==> src/design/nes_cart_pkg.sv <==
// Shared constants and types for the cartridge loader and controller path
// Imported by the RTL blocks and by the testbench

package nes_cart_pkg;

  // iNES header
  localparam int HDR_BYTES = 16;
  localparam logic [0:3][7:0] INES_MAGIC = {8'h4E, 8'h45, 8'h53, 8'h1A};  // "NES" + EOF

  // External memory map
  localparam int MEM_ADDR_W = 22;
  localparam logic [MEM_ADDR_W-1:0] PRG_BASE = 22'h000000;
  localparam logic [MEM_ADDR_W-1:0] CHR_BASE = 22'h200000;
  localparam int PRG_PAGE_SHIFT = 14;  // 16 KiB pages
  localparam int CHR_PAGE_SHIFT = 13;  // 8 KiB pages

  // Console memory slot, one cycle in four
  localparam int SLOT_PHASES = 4;
  localparam int SLOT_PHASE_W = $clog2(SLOT_PHASES);

  // Reset stretch after a download
  localparam int DL_RESET_CYCLES = 255;
  localparam int DL_CNT_W = $clog2(DL_RESET_CYCLES + 1);

  typedef enum logic [1:0] {
    HEADER,    // Collecting 16 header bytes
    LOAD_PRG,  // Streaming PRG ROM
    LOAD_CHR,  // Streaming CHR ROM
    FAILED     // Bad magic or trainer present
  } loader_state_e;

  // Cartridge configuration word handed to the console
  typedef struct packed {
    logic [14:0] spare;
    logic        four_screen;
    logic        chr_ram;
    logic        mirroring;
    logic [2:0]  chr_size;   // log2 of CHR pages, saturated
    logic [2:0]  prg_size;   // log2 of PRG pages, saturated
    logic [7:0]  mapper;
  } cart_flags_t;

endpackage

==> src/design/load_mem_if.sv <==
// Loader write request and status toward the memory port and reset control
// Loader drives everything, the other two blocks only listen

`timescale 1ns/10ps

interface load_mem_if import nes_cart_pkg::*; ();

  logic [MEM_ADDR_W-1:0] addr;   // Write address
  logic [7:0]            data;   // Write data
  logic                  write;  // One cycle per accepted byte
  logic                  error;  // Load failed

  modport loader (
    output addr, data, write, error
  );

  // Memory slot side
  modport port (
    input addr, data, write
  );

  // Reset controller only needs the failure flag
  modport ctrl (
    input error
  );

endinterface

==> src/design/ines_game_loader.sv <==
// Parses the iNES header from a byte stream and issues PRG then CHR writes
// Runs only while its reset is low; done stays high until the next reset

`timescale 1ns/10ps

module ines_game_loader import nes_cart_pkg::*; (
  input  logic        clk,
  input  logic        reset,
  input  logic [7:0]  indata,
  input  logic        indata_clk,        // One-cycle byte strobe
  input  logic        invert_mirroring,
  load_mem_if.loader  mem,
  output logic        done,
  output cart_flags_t flags
);

  loader_state_e         state;
  logic [3:0]            hdr_idx;          // Next header slot
  logic [7:0]            ines [HDR_BYTES]; // Stored header
  logic [MEM_ADDR_W-1:0] wr_addr;
  logic [MEM_ADDR_W-1:0] bytes_left;       // Bytes still due in this section
  logic                  failed;
  logic                  magic_ok;
  logic                  extra_nz;         // Any of bytes 8..15 set
  logic                  is_dirty;
  logic [7:0]            prg_pages;
  logic [7:0]            chr_pages;

  // Smallest n with pages <= 2^n, capped at 7
  function automatic logic [2:0] size_code(input logic [7:0] pages);
    logic [2:0] code;
    code = 3'd7;
    for (int n = 6; n >= 0; n--) begin
      if ({1'b0, pages} <= (9'd1 << n))
        code = 3'(n);
    end
    return code;
  endfunction

  assign prg_pages = ines[4];
  assign chr_pages = ines[5];

  assign mem.addr  = wr_addr;
  assign mem.data  = indata;  // Byte goes straight through with its strobe
  assign mem.write = indata_clk && (bytes_left != '0) &&
                     (state == LOAD_PRG || state == LOAD_CHR);
  assign mem.error = failed;

  // Header store
  always_ff @(posedge clk) begin
    if (!reset && state == HEADER && indata_clk)
      ines[hdr_idx] <= indata;
  end

  always_comb begin
    magic_ok = 1'b1;
    extra_nz = 1'b0;
    for (int i = 0; i < 4; i++) begin
      if (ines[i] != INES_MAGIC[i])
        magic_ok = 1'b0;
    end
    for (int i = 8; i < HDR_BYTES; i++) begin
      extra_nz = extra_nz | (ines[i] != 8'h00);
    end
    // Junk in 8..15 without the iNES 2.0 marker means byte 7 is garbage too
    is_dirty = (ines[7][3:2] != 2'b10) && extra_nz;

    flags.spare       = '0;
    flags.four_screen = ines[6][3];
    flags.chr_ram     = (chr_pages == 8'h00);
    flags.mirroring   = ines[6][0] ^ invert_mirroring;
    flags.chr_size    = size_code(chr_pages);
    flags.prg_size    = size_code(prg_pages);
    flags.mapper      = {is_dirty ? 4'h0 : ines[7][7:4], ines[6][7:4]};
  end

  always_ff @(posedge clk) begin
    if (reset) begin
      state      <= HEADER;
      hdr_idx    <= '0;
      wr_addr    <= PRG_BASE;
      bytes_left <= '0;
      done       <= 1'b0;
      failed     <= 1'b0;
    end else begin
      case (state)
        HEADER: begin
          if (indata_clk) begin
            hdr_idx <= hdr_idx + 4'd1;
            if (hdr_idx == 4'(HDR_BYTES - 1)) begin
              // Byte 4 is already stored by now
              bytes_left <= MEM_ADDR_W'(prg_pages) << PRG_PAGE_SHIFT;
              // Trainers are not supported
              state <= (magic_ok && !ines[6][2]) ? LOAD_PRG : FAILED;
            end
          end
        end
        LOAD_PRG, LOAD_CHR: begin
          if (bytes_left != '0) begin
            if (indata_clk) begin
              bytes_left <= bytes_left - 1'b1;
              wr_addr    <= wr_addr + 1'b1;
            end
          end else if (state == LOAD_PRG) begin
            state      <= LOAD_CHR;  // PRG finished, CHR follows
            wr_addr    <= CHR_BASE;
            bytes_left <= MEM_ADDR_W'(chr_pages) << CHR_PAGE_SHIFT;
          end else begin
            done <= 1'b1;             // Whole image in memory
          end
        end
        FAILED: begin
          done   <= 1'b1;
          failed <= 1'b1;
        end
        default: state <= HEADER;
      endcase
    end
  end

endmodule

==> src/design/loader_mem_port.sv <==
// Holds loader writes until the console memory slot and muxes them with
// the console's own requests toward external memory

`timescale 1ns/10ps

module loader_mem_port import nes_cart_pkg::*; (
  input  logic                  clk,
  input  logic                  reset_nes,
  load_mem_if.port              ld,
  input  logic                  downloading,
  input  logic [MEM_ADDR_W-1:0] cpu_addr,
  input  logic [7:0]            cpu_dout,
  input  logic                  cpu_write,
  output logic [MEM_ADDR_W-1:0] mem_addr,
  output logic [7:0]            mem_din,
  output logic                  mem_we,
  output logic                  slot_run
);

  logic [SLOT_PHASE_W-1:0] phase;     // Free running slot phase
  logic                    pending;   // Held write not yet issued
  logic                    slot_we;
  logic [MEM_ADDR_W-1:0]   hold_addr;
  logic [7:0]              hold_data;

  assign slot_run = (phase == SLOT_PHASE_W'(SLOT_PHASES - 1));  // Console clock enable

  always_ff @(posedge clk) begin
    if (reset_nes) begin
      phase   <= '0;
      pending <= 1'b0;
      slot_we <= 1'b0;
    end else begin
      phase <= phase + 1'b1;
      if (slot_run) begin
        slot_we <= pending || ld.write;  // Strobe in the last phase goes out at once
        pending <= 1'b0;
      end else begin
        slot_we <= 1'b0;
        if (ld.write)
          pending <= 1'b1;
      end
    end
  end

  // Later strobe in the same slot simply overwrites
  always_ff @(posedge clk) begin
    if (ld.write) begin
      hold_addr <= ld.addr;
      hold_data <= ld.data;
    end
  end

  // Loader owns memory only during a download
  assign mem_addr = downloading ? hold_addr : cpu_addr;
  assign mem_din  = downloading ? hold_data : cpu_dout;
  assign mem_we   = downloading ? slot_we : cpu_write;

endmodule

==> src/design/core_reset_control.sv <==
// Console reset generation and cartridge configuration latch
// Keeps the core in reset before the first download and after each one

`timescale 1ns/10ps

module core_reset_control import nes_cart_pkg::*; (
  input  logic        clk,
  input  logic        reset_nes,
  input  logic        downloading,
  input  logic        user_reset,
  load_mem_if.ctrl    ld,
  input  logic        done,
  input  cart_flags_t flags,
  output logic        loader_reset,
  output logic        core_reset,
  output cart_flags_t cart_flags
);

  logic [DL_CNT_W-1:0] dl_cnt;      // Post-download countdown
  logic                download_reset;
  logic                init_reset;  // Until the first download starts

  // Reload while downloading, count down after
  always_ff @(posedge clk) begin
    if (reset_nes)
      dl_cnt <= '0;
    else if (downloading)
      dl_cnt <= DL_CNT_W'(DL_RESET_CYCLES);
    else if (dl_cnt != '0)
      dl_cnt <= dl_cnt - 1'b1;
  end

  assign download_reset = downloading || (dl_cnt != '0);

  always_ff @(posedge clk) begin
    if (reset_nes)
      init_reset <= 1'b1;
    else if (downloading)
      init_reset <= 1'b0;  // First byte stream releases it
  end

  // Loader only runs inside the download window
  assign loader_reset = !download_reset;

  // Failed load keeps the console parked
  assign core_reset = init_reset || user_reset || download_reset || ld.error;

  // Follows the loader while done is up, then holds
  always_ff @(posedge clk) begin
    if (done)
      cart_flags <= flags;
  end

endmodule

==> src/design/joypad_serializer.sv <==
// Two NES controller shift registers fed from host button bytes
// Menu start/select requests stay pressed for hold_cycles cycles

`timescale 1ns/10ps

module joypad_serializer #(
  parameter int hold_cycles = 11_000_000  // About half a second at 21 MHz
) (
  input  logic       clk,
  input  logic       reset,
  input  logic [7:0] joy_a,
  input  logic [7:0] joy_b,
  input  logic       start_req,
  input  logic       select_req,
  input  logic       joypad_strobe,
  input  logic [1:0] joypad_clock,
  output logic [1:0] joypad_data
);

  typedef logic [$clog2(hold_cycles + 1)-1:0] hold_t;

  hold_t      hold_cnt [2];  // 0 start, 1 select
  logic [1:0] hold_req;
  logic [1:0] held;
  logic [7:0] pad_in [2];    // Remapped button bytes
  logic [7:0] shreg [2];     // One per controller port
  logic [1:0] last_clock;    // Previous joypad_clock for edge detect

  // Host bit i lands on NES bit 7-i
  function automatic logic [7:0] bit_reverse(input logic [7:0] b);
    logic [7:0] r;
    for (int i = 0; i < 8; i++) begin
      r[7-i] = b[i];
    end
    return r;
  endfunction

  assign hold_req = {select_req, start_req};

  always_ff @(posedge clk) begin
    for (int k = 0; k < 2; k++) begin
      if (reset)
        hold_cnt[k] <= '0;
      else if (hold_req[k])
        hold_cnt[k] <= hold_t'(hold_cycles);  // Retrigger restarts the window
      else if (hold_cnt[k] != '0)
        hold_cnt[k] <= hold_cnt[k] - 1'b1;
    end
  end

  always_comb begin
    for (int k = 0; k < 2; k++) begin
      held[k] = (hold_cnt[k] != '0);
    end
  end

  // Controller 0 from joy_b with menu buttons merged, controller 1 from joy_a
  assign pad_in[0] = reset ? 8'h00 : bit_reverse(joy_b) | {4'b0000, held[0], held[1], 2'b00};
  assign pad_in[1] = reset ? 8'h00 : bit_reverse(joy_a);

  always_ff @(posedge clk) begin
    if (reset) begin
      shreg[0]   <= 8'h00;
      shreg[1]   <= 8'h00;
      last_clock <= 2'b00;
    end else begin
      for (int k = 0; k < 2; k++) begin
        if (joypad_strobe)
          shreg[k] <= pad_in[k];
        // Falling edge wins over a load in the same cycle
        if (!joypad_clock[k] && last_clock[k])
          shreg[k] <= {1'b0, shreg[k][7:1]};  // Zero fill after 8 bits
      end
      last_clock <= joypad_clock;
    end
  end

  assign joypad_data = {shreg[1][0], shreg[0][0]};

endmodule

==> src/design/nes_cart_top.sv <==
// Cartridge load and controller path of the console core
// Host streams the iNES image in; memory and reset lines go to the console

`timescale 1ns/10ps

module nes_cart_top import nes_cart_pkg::*; #(
  parameter int hold_cycles = 11_000_000  // Menu button hold, clock dependent
) (
  input  logic                  clk,
  input  logic                  reset_nes,
  input  logic                  downloading,
  input  logic [7:0]            indata,
  input  logic                  indata_clk,
  input  logic                  invert_mirroring,
  input  logic                  user_reset,
  input  logic [MEM_ADDR_W-1:0] cpu_addr,
  input  logic [7:0]            cpu_dout,
  input  logic                  cpu_write,
  input  logic [7:0]            joy_a,
  input  logic [7:0]            joy_b,
  input  logic                  start_req,
  input  logic                  select_req,
  input  logic                  joypad_strobe,
  input  logic [1:0]            joypad_clock,
  output logic [MEM_ADDR_W-1:0] mem_addr,
  output logic [7:0]            mem_din,
  output logic                  mem_we,
  output logic                  slot_run,
  output logic                  core_reset,
  output logic                  loader_done,
  output logic                  loader_error,
  output logic [31:0]           cart_flags,
  output logic [1:0]            joypad_data
);

  load_mem_if  ld ();
  logic        loader_reset;
  cart_flags_t loader_flags;  // Live from the header
  cart_flags_t cart_cfg;      // Latched for the console

  ines_game_loader u_loader (
    .clk              (clk),
    .reset            (loader_reset),
    .indata           (indata),
    .indata_clk       (indata_clk),
    .invert_mirroring (invert_mirroring),
    .mem              (ld.loader),
    .done             (loader_done),
    .flags            (loader_flags)
  );

  loader_mem_port u_mem_port (
    .clk         (clk),
    .reset_nes   (reset_nes),
    .ld          (ld.port),
    .downloading (downloading),
    .cpu_addr    (cpu_addr),
    .cpu_dout    (cpu_dout),
    .cpu_write   (cpu_write),
    .mem_addr    (mem_addr),
    .mem_din     (mem_din),
    .mem_we      (mem_we),
    .slot_run    (slot_run)
  );

  core_reset_control u_reset_ctrl (
    .clk          (clk),
    .reset_nes    (reset_nes),
    .downloading  (downloading),
    .user_reset   (user_reset),
    .ld           (ld.ctrl),
    .done         (loader_done),
    .flags        (loader_flags),
    .loader_reset (loader_reset),
    .core_reset   (core_reset),
    .cart_flags   (cart_cfg)
  );

  // Pads reset with the console
  joypad_serializer #(.hold_cycles(hold_cycles)) u_joypad (
    .clk           (clk),
    .reset         (core_reset),
    .joy_a         (joy_a),
    .joy_b         (joy_b),
    .start_req     (start_req),
    .select_req    (select_req),
    .joypad_strobe (joypad_strobe),
    .joypad_clock  (joypad_clock),
    .joypad_data   (joypad_data)
  );

  assign loader_error = ld.error;
  assign cart_flags   = cart_cfg;

endmodule

==> config.mk <==
export PLATFORM = sky130hd
export DESIGN_NAME = nes_cart_top
export DESIGN_NICKNAME = d
export VERILOG_FILES = /design/src/design/nes_cart_pkg.sv /design/src/design/load_mem_if.sv /design/src/design/ines_game_loader.sv /design/src/design/loader_mem_port.sv /design/src/design/core_reset_control.sv /design/src/design/joypad_serializer.sv /design/src/design/nes_cart_top.sv
export SDC_FILE = /design/constraint.sdc
export NUM_CORES = 1
export LEC_CHECK = 0
export ABC_CLOCK_PERIOD_IN_PS = 4500
export BUFFER_PORTS_ARGS = -buffer_cell sky130_fd_sc_hd__clkbuf_2
export CORE_MARGIN = 3
export CORE_UTILIZATION = 29
export DETAILED_ROUTE_END_ITERATION = 6
export GPL_TIMING_DRIVEN = 0
export PLACE_DENSITY = 0.5
export SYNTH_ARGS = -nofsm -noshare
export SYNTH_HDL_FRONTEND = slang
export SYNTH_HIERARCHICAL = 1
export SYNTH_SLANG_ARGS = --single-unit
==> constraint.sdc <==
create_clock -name clk -period 4.5 [get_ports clk]
set_input_delay 0.225 -clock clk [delete_from_list [all_inputs] [get_ports clk]]
set_output_delay 0.225 -clock clk [all_outputs]
set_load 0.005 [all_outputs]
Word-level counts from Yosys, hierarchy flattened
Memory sizes are Yosys's and may differ from the RTL's.
Index checks and enable logic that the tools add are counted.
{ "word_totals": {"ram_bits": 192, "ff_bits": 114, "out_inout_bits": 69, "mem_count": 3, "elab_cells": 208} }
{ "mem_list": {"columns": ["memory", "words", "width", "read_ports", "rd_clocked_by_memory_dff", "write_ports", "line", "rtl"], "rows": [
  ["u_loader.ines", 16, 8, 16, 0, 1, "ines_game_loader.sv:19", "logic [7:0] ines [HDR_BYTES];"],
  ["u_joypad.hold_cnt", 2, 24, 2, 0, 2, "joypad_serializer.sv:22", "hold_t hold_cnt [2];"],
  ["u_joypad.shreg", 2, 8, 2, 0, 2, "joypad_serializer.sv:26", "logic [7:0] shreg [2];"]
]} }
{ "classes": {"bitwise_logic": 18, "eq_ne": 18, "n_reduce_logical": 47, "mux": 76, "n_addsub": 7, "order_cmp": 14} }
{ "ops": {"columns": ["op", "count"], "rows": [
  ["$mux 22", 9],
  ["$mux 24", 4],
  ["$mux 8", 9],
  ["$reduce_bool 8->1", 9],
  ["$reduce_bool 24->1", 2],
  ["$sub 24x1->24 const B", 2],
  ["$pmux 22 s2", 1],
  ["$mux 1", 38],
  ["$mux 2", 13],
  ["$ne 8x7->1 const B", 3],
  ["$add 22x1->22 const B", 1],
  ["$reduce_bool 22->1", 1],
  ["$sub 22x1->22 const B", 1],
  ["$le 8x1->1 const B", 2],
  ["$le 8x2->1 const B", 2],
  ["$le 8x3->1 const B", 2],
  ["$le 8x4->1 const B", 2],
  ["$le 8x5->1 const B", 2],
  ["$le 8x6->1 const B", 2],
  ["$le 8x7->1 const B", 2],
  ["$or 1x1->1", 15],
  ["$ne 2x2->1 const B", 6],
  ["$reduce_and 5->1", 2],
  ["$reduce_or 2->1", 5],
  ["other kinds (24)", 45]
]} }

Longest topological paths before layout
An unclocked memory read counts as a cell.
{ "logic_depth": {"word_depth": 11, "mapped_depth": 11, "mapped_depth_nobuf": 8} }

Modules after synthesis
Netlist, hierarchy kept.
{ "by_module_without_submodules": {"columns": ["mod", "n_inst", "seq_area_each_um2", "cells_each", "area_each_um2"], "rows": [
  ["ines_game_loader", 1, 4794.6, 628, 7594.8],
  ["joypad_serializer", 1, 1951.9, 351, 3599.7],
  ["core_reset_control", 1, 1141.1, 89, 1450.1],
  ["loader_mem_port", 1, 980.9, 74, 1402.6]
]} }

Worst setup path before layout
Ideal clock, no wire load.
{ "synth_timing": {"path_type": "flip-flop to flip-flop", "start": "reg u_reset_ctrl.dl_cnt[0]", "end": "mem u_joypad/hold_cnt[0][0] (netlist name) (enable)", "arrival_time_ns": 2.990, "setup_time_ns": 0.540, "period_less_slack_ns": 3.529, "stages_incl_launch_ff": 10, "n_path_buf": 2, "path_slack_ns": 0.971, "path_cell_list": "dfxtp_1 > inv_1 > ha_1 > or4b_1 > buf_2 > or3_4 > or4_1 > clkbuf_1 > nor2_1 > nand4_1"} }
{ "synth_rtl": {"columns": ["element", "line", "rtl"], "rows": [
  ["from (decl)", "core_reset_control.sv:19", "logic [DL_CNT_W-1:0] dl_cnt;"],
  ["from (signal assigned)", "core_reset_control.sv:28", "dl_cnt <= DL_CNT_W'(DL_RESET_CYCLES);"],
  ["from (signal assigned)", "core_reset_control.sv:30", "dl_cnt <= dl_cnt - 1'b1;"],
  ["to (decl)", "joypad_serializer.sv:22", null]
]} }

==> results by group <==
Timing
  • Summed negative setup slack over all endpoints: 0 ns
  • Period Utilization, post-route: 83.5%
  • Number of setup violations in the final report: 0
  • Slew of the pin with the lowest slew margin: 1.19 ns
  • Time the worst path needs with I/O delays and setup: 3.76 ns
  • Max Fclk: 0.266 GHz
  • Max Transition Viols Final: 0
  • Worst max-slew margin expressed relative to the limit: 20.4%
  • Hold violation total from the final report: 0
  • Worst hold-check slack: 0.0797 ns
  • Max Clock Skew: 0.0141 ns
  • RSZ-0062 raised after global routing: false

Status
  • Result of the run: complete, no violations

Critical path
  • Count of buffering cells on the critical path with inverters included: 4
  • Endpoint required time on the critical path: 4.78 ns
  • Number of cells traversed by the worst register-to-register path: 10
  • Crit-path max FO: 16
  • Path length in cells of the critical path: 10
  • Critical-path top delay cell: sky130_fd_sc_hd__nand4_1
  • Critical path capture point: u_joypad/hold_cnt[0][11]
  • Worst setup path start: u_reset_ctrl/dl_cnt[0]
  • R2r endpoint: u_joypad/hold_cnt[0][11]
  • CP startpoint kind: register
  • Stage delay of the slowest cell on the critical path: 0.50 ns
  • Kind of cell with the highest combined delay on the critical path: simple AND/OR/NAND/NOR gates
  • FF-to-FF Start: u_reset_ctrl/dl_cnt[0]
  • Reg-to-reg slack, setup: 0.74 ns
  • Nature of the critical path endpoint: register
  • Start-to-end type of the worst setup path: reg -> reg
  • Chain of cells forming the critical path: inv_1, ha_1, or4b_1, buf_2, or3_4, or4_1, clkbuf_1, nor2_1, nand4_1, buf_8
  • Arrival time at the worst endpoint: 4.03 ns

Placed design
  • Gp weighted congestion: 0.808
  • HPWL after detailed placement: 22700 um
  • Dpl cells: 1905
  • Placement Cell Area: 15600 um2
  • Port Buf Inserts: 133

Route
  • Post-detailed-route via-to-cell ratio: 4.85
  • Remaining antenna violation count: 0
  • Average detailed-routed wire length per instance: 17.0 um
  • Detailed-route wire length: 33800 um
  • Routed vias: 9654
  • Detailed-router iteration count before antenna repair: 7
  • Number of DRC violations after detailed routing: 0
  • Iteration-0 DRC count of the detailed router: 612

Global route
  • Via count of the first global-routing pass: 9500
  • Total gr overflow: 0
  • Antenna violations before repair: 1
  • Global Route Usage Sum: 13.2%
  • Largest net degree at the start of global routing: 32
  • Global-route wire length before repair: 53400 um

Clock tree
  • CTS tree: built
  • TritonCTS Buffers: 39
  • Clock H-tree levels: 2
  • Clock Path Buffers: 3
  • Root buffer cell: sky130_fd_sc_hd__clkbuf_16
  • Latest clock arrival within the worst-skew pair: 0.54 ns
  • Number of clock sinks: 318
  • Resized cells post-CTS: 0
  • Clock-pin slew reported for the worst setup and hold paths after clock tree synthesis: 0.06 ns

Floorplan
  • Core outline area: 47700 um2
  • Cell Rows: 80
  • Height of the chip: 226 um
  • Starting density of the core: 29.4%
  • Die ar.: 51100 um2
  • Die W: 226 um
  • Top-Level Pins: 135

Pwr
  • PwrDens: 486 nW/um2
  • Worst IR Drop VDD: 0.316 mV
  • Leakage power: 6.43 nW

Yosys
  • Post-synthesis cell type count: 81
  • Post-Synth Adder-Cell Area: 1.51%
  • Simple-gate share of the synthesized area: 16.3%
  • Netlist area before placement: 14000 um2
  • Xor/xnor share of the synthesized area: 3.06%
  • Share of the yosys chip area belonging to registers: 63.1%
  • Synthesized-area fraction occupied by ao, oa, aoi and oai cells: 9.08%
  • Number of synthesized flops with an enable pin: 250
  • Async set-reset flop share out of synthesis: 0%
  • Yosys warning count: 6
  • Main synth FF type: sky130_fd_sc_hd__edfxtp_1
  • Post-Syn Instances: 1142
  • Dominant combinational cell family by area after synthesis: simple AND/OR/NAND/NOR gates
  • Synth Area per Inst: 12.3 um2
  • Yosys reg bits: 318
  • Mux cell area share after synthesis: 2.92%

Finish
  • Fill count: 4656
  • Final cell count without fillers: 1989
  • Area growth from synthesis to layout: 20.7%
  • Count of antenna diodes in the layout: 0
  • Fraction of final layout cells with drive strength greater than 1: 22.0%
  • Number of nets in the final layout: 1428
  • Final Instance Area: 17000 um2

Job
  • MaxCap Viol Count: 0

Min path
  • Class of the worst hold path: in -> reg
==> cells by family (layout without fill, tap and decap cells) <==
group	Yosys count	count (layout)
other	1	15
adders and majority gates	17	17
buffers and inverters	102	320
AOI/OAI and AO/OA	191	191
xor gates and xnor gates	49	49
DFF	318	318
muxes	37	37
and+or+nand+nor	427	427
==> routing by layer <==
metal | wire length (um) | GRT usage [%] | up-vias
met3 | 1510 | 2.50 | 45
met4 | 670 | 4.05 | 0
met2 | 15600 | 21.3 | 205
met1 | 16000 | 18.1 | 4711
li1 | - | - | 4693
met5 | 0 | 0 | -
==> cell type report <==
type | instances | area, um2 | share of cell area [%]
repair buffers | 148 | 831 | 4.90
inverters | 31 | 116 | 0.686
clock inverters | 20 | 184 | 1.08
clock buffers | 50 | 1070 | 6.31
flip-flops and latches | 318 | 8870 | 52.3
well taps | 615 | 769 | 4.54
multi-input cells | 736 | 4670 | 27.6
plain buffers | 71 | 443 | 2.61
==> placed cells by master (no fill, tap or decap), types with 8 or more instances in the layout <==
cell,n
sky130_fd_sc_hd__a211oi_1,14
sky130_fd_sc_hd__a21oi_1,63
sky130_fd_sc_hd__a31oi_1,11
sky130_fd_sc_hd__buf_2,9
sky130_fd_sc_hd__buf_4,32
sky130_fd_sc_hd__clkbuf_1,31
sky130_fd_sc_hd__clkbuf_16,41
sky130_fd_sc_hd__clkbuf_2,133
sky130_fd_sc_hd__conb_1,15
sky130_fd_sc_hd__dfxtp_1,67
sky130_fd_sc_hd__dlygate4sd3_1,13
sky130_fd_sc_hd__edfxtp_1,250
sky130_fd_sc_hd__ha_1,17
sky130_fd_sc_hd__inv_1,30
sky130_fd_sc_hd__mux2_2,32
sky130_fd_sc_hd__nand2_1,65
sky130_fd_sc_hd__nand2b_1,8
sky130_fd_sc_hd__nand3_1,37
sky130_fd_sc_hd__nand4_1,18
sky130_fd_sc_hd__nor2_1,127
sky130_fd_sc_hd__nor2b_1,11
sky130_fd_sc_hd__nor3_1,37
sky130_fd_sc_hd__nor4_1,34
sky130_fd_sc_hd__o21ai_0,29
sky130_fd_sc_hd__o31ai_1,14
sky130_fd_sc_hd__or3_1,17
sky130_fd_sc_hd__or4_1,16
sky130_fd_sc_hd__xnor2_1,36
sky130_fd_sc_hd__xor2_1,13
==> state kept, by name, indices dropped and copies added (netlist names) <==
register and count:
u_joypad/hold_cnt 48, u_joypad/last_clock 2, u_joypad/shreg 16, u_loader/bytes_left 22, u_loader/done 1, u_loader/hdr_idx 4
u_loader/ines 125, u_loader/mem.addr 22, u_loader/mem.error 1, u_loader/state 2, u_mem_port/hold_addr 22, u_mem_port/hold_data 8
u_mem_port/pending 1, u_mem_port/phase 2, u_mem_port/slot_we 1, u_reset_ctrl/cart_flags 32, u_reset_ctrl/dl_cnt 8, u_reset_ctrl/init_reset 1
==> cell usage after synthesis, drive strengths merged (17+ instances only) <==
library cell / number / area share [%]
a21oi: 63 / 2.2
buf: 48 / 2.5
clkbuf: 23 / 0.61
dfxtp: 68 / 9.7
edfxtp: 250 / 53
ha: 17 / 1.5
inv: 31 / 0.83
mux2: 32 / 2.6
nand2: 65 / 1.7
nand3: 38 / 1.4
nand4: 19 / 0.89
nor2: 129 / 3.5
nor3: 39 / 1.5
nor4: 39 / 2.1
o21ai: 30 / 1.1
or3: 18 / 0.84
or4: 21 / 1.3
xnor2: 36 / 2.2
==> power breakdown <==
part	internal [W]	total [W]	switching, W	leakage [nW]
Clock	0.00186	0.00307	0.00121	0.611
Combinational	0.000593	0.00155	0.000957	2.75
Sequential	0.00342	0.00363	0.000201	3.07
==> worst min-delay path by stage <==
stage	from	endpoint	slack [ns]	cells past startpoint
2_1_floorplan	reset_nes	u_mem_port/phase[0]	0.29	1
3_3_place_gp	u_mem_port/phase[0]	u_mem_port/phase[0]	0.41	1
3_5_place_dp	u_mem_port/phase[0]	u_mem_port/phase[0]	0.42	1
4_1_cts	joy_a[2]	u_joypad/shreg[1][5]	0.05	3
5_1_grt	joy_a[2]	u_joypad/shreg[1][5]	0.07	3
6_report	joy_a[2]	u_joypad/shreg[1][5]	0.08	3
==> worst min-delay path, delay by kind of cell <==
kind,cells,cell delay [ns]
buffers and inverters,1,0.09
AO/OA/AOI/OAI,1,0.06
AND/OR/NAND/NOR,1,0.07
==> through the flow <==
stage	utilization (%)	total power [W]	setup WS [ns]
after floorplan	-	0.00470	0.971
after global placement	32.5	0.00521	0.0513
after detailed placement	32.6	0.00523	0.0613
after CTS	35.5	0.00837	0.0497
after global routing	35.5	0.00869	0.435
final	35.5	0.00824	0.742
==> what timing repair did <==
item                      in CTS  in global routing
hold endpoints to repair      16                  0
hold buffers                  13                  0
setup buffers                  0                  0
Note: power is estimated with default switching activity, not from simulation.
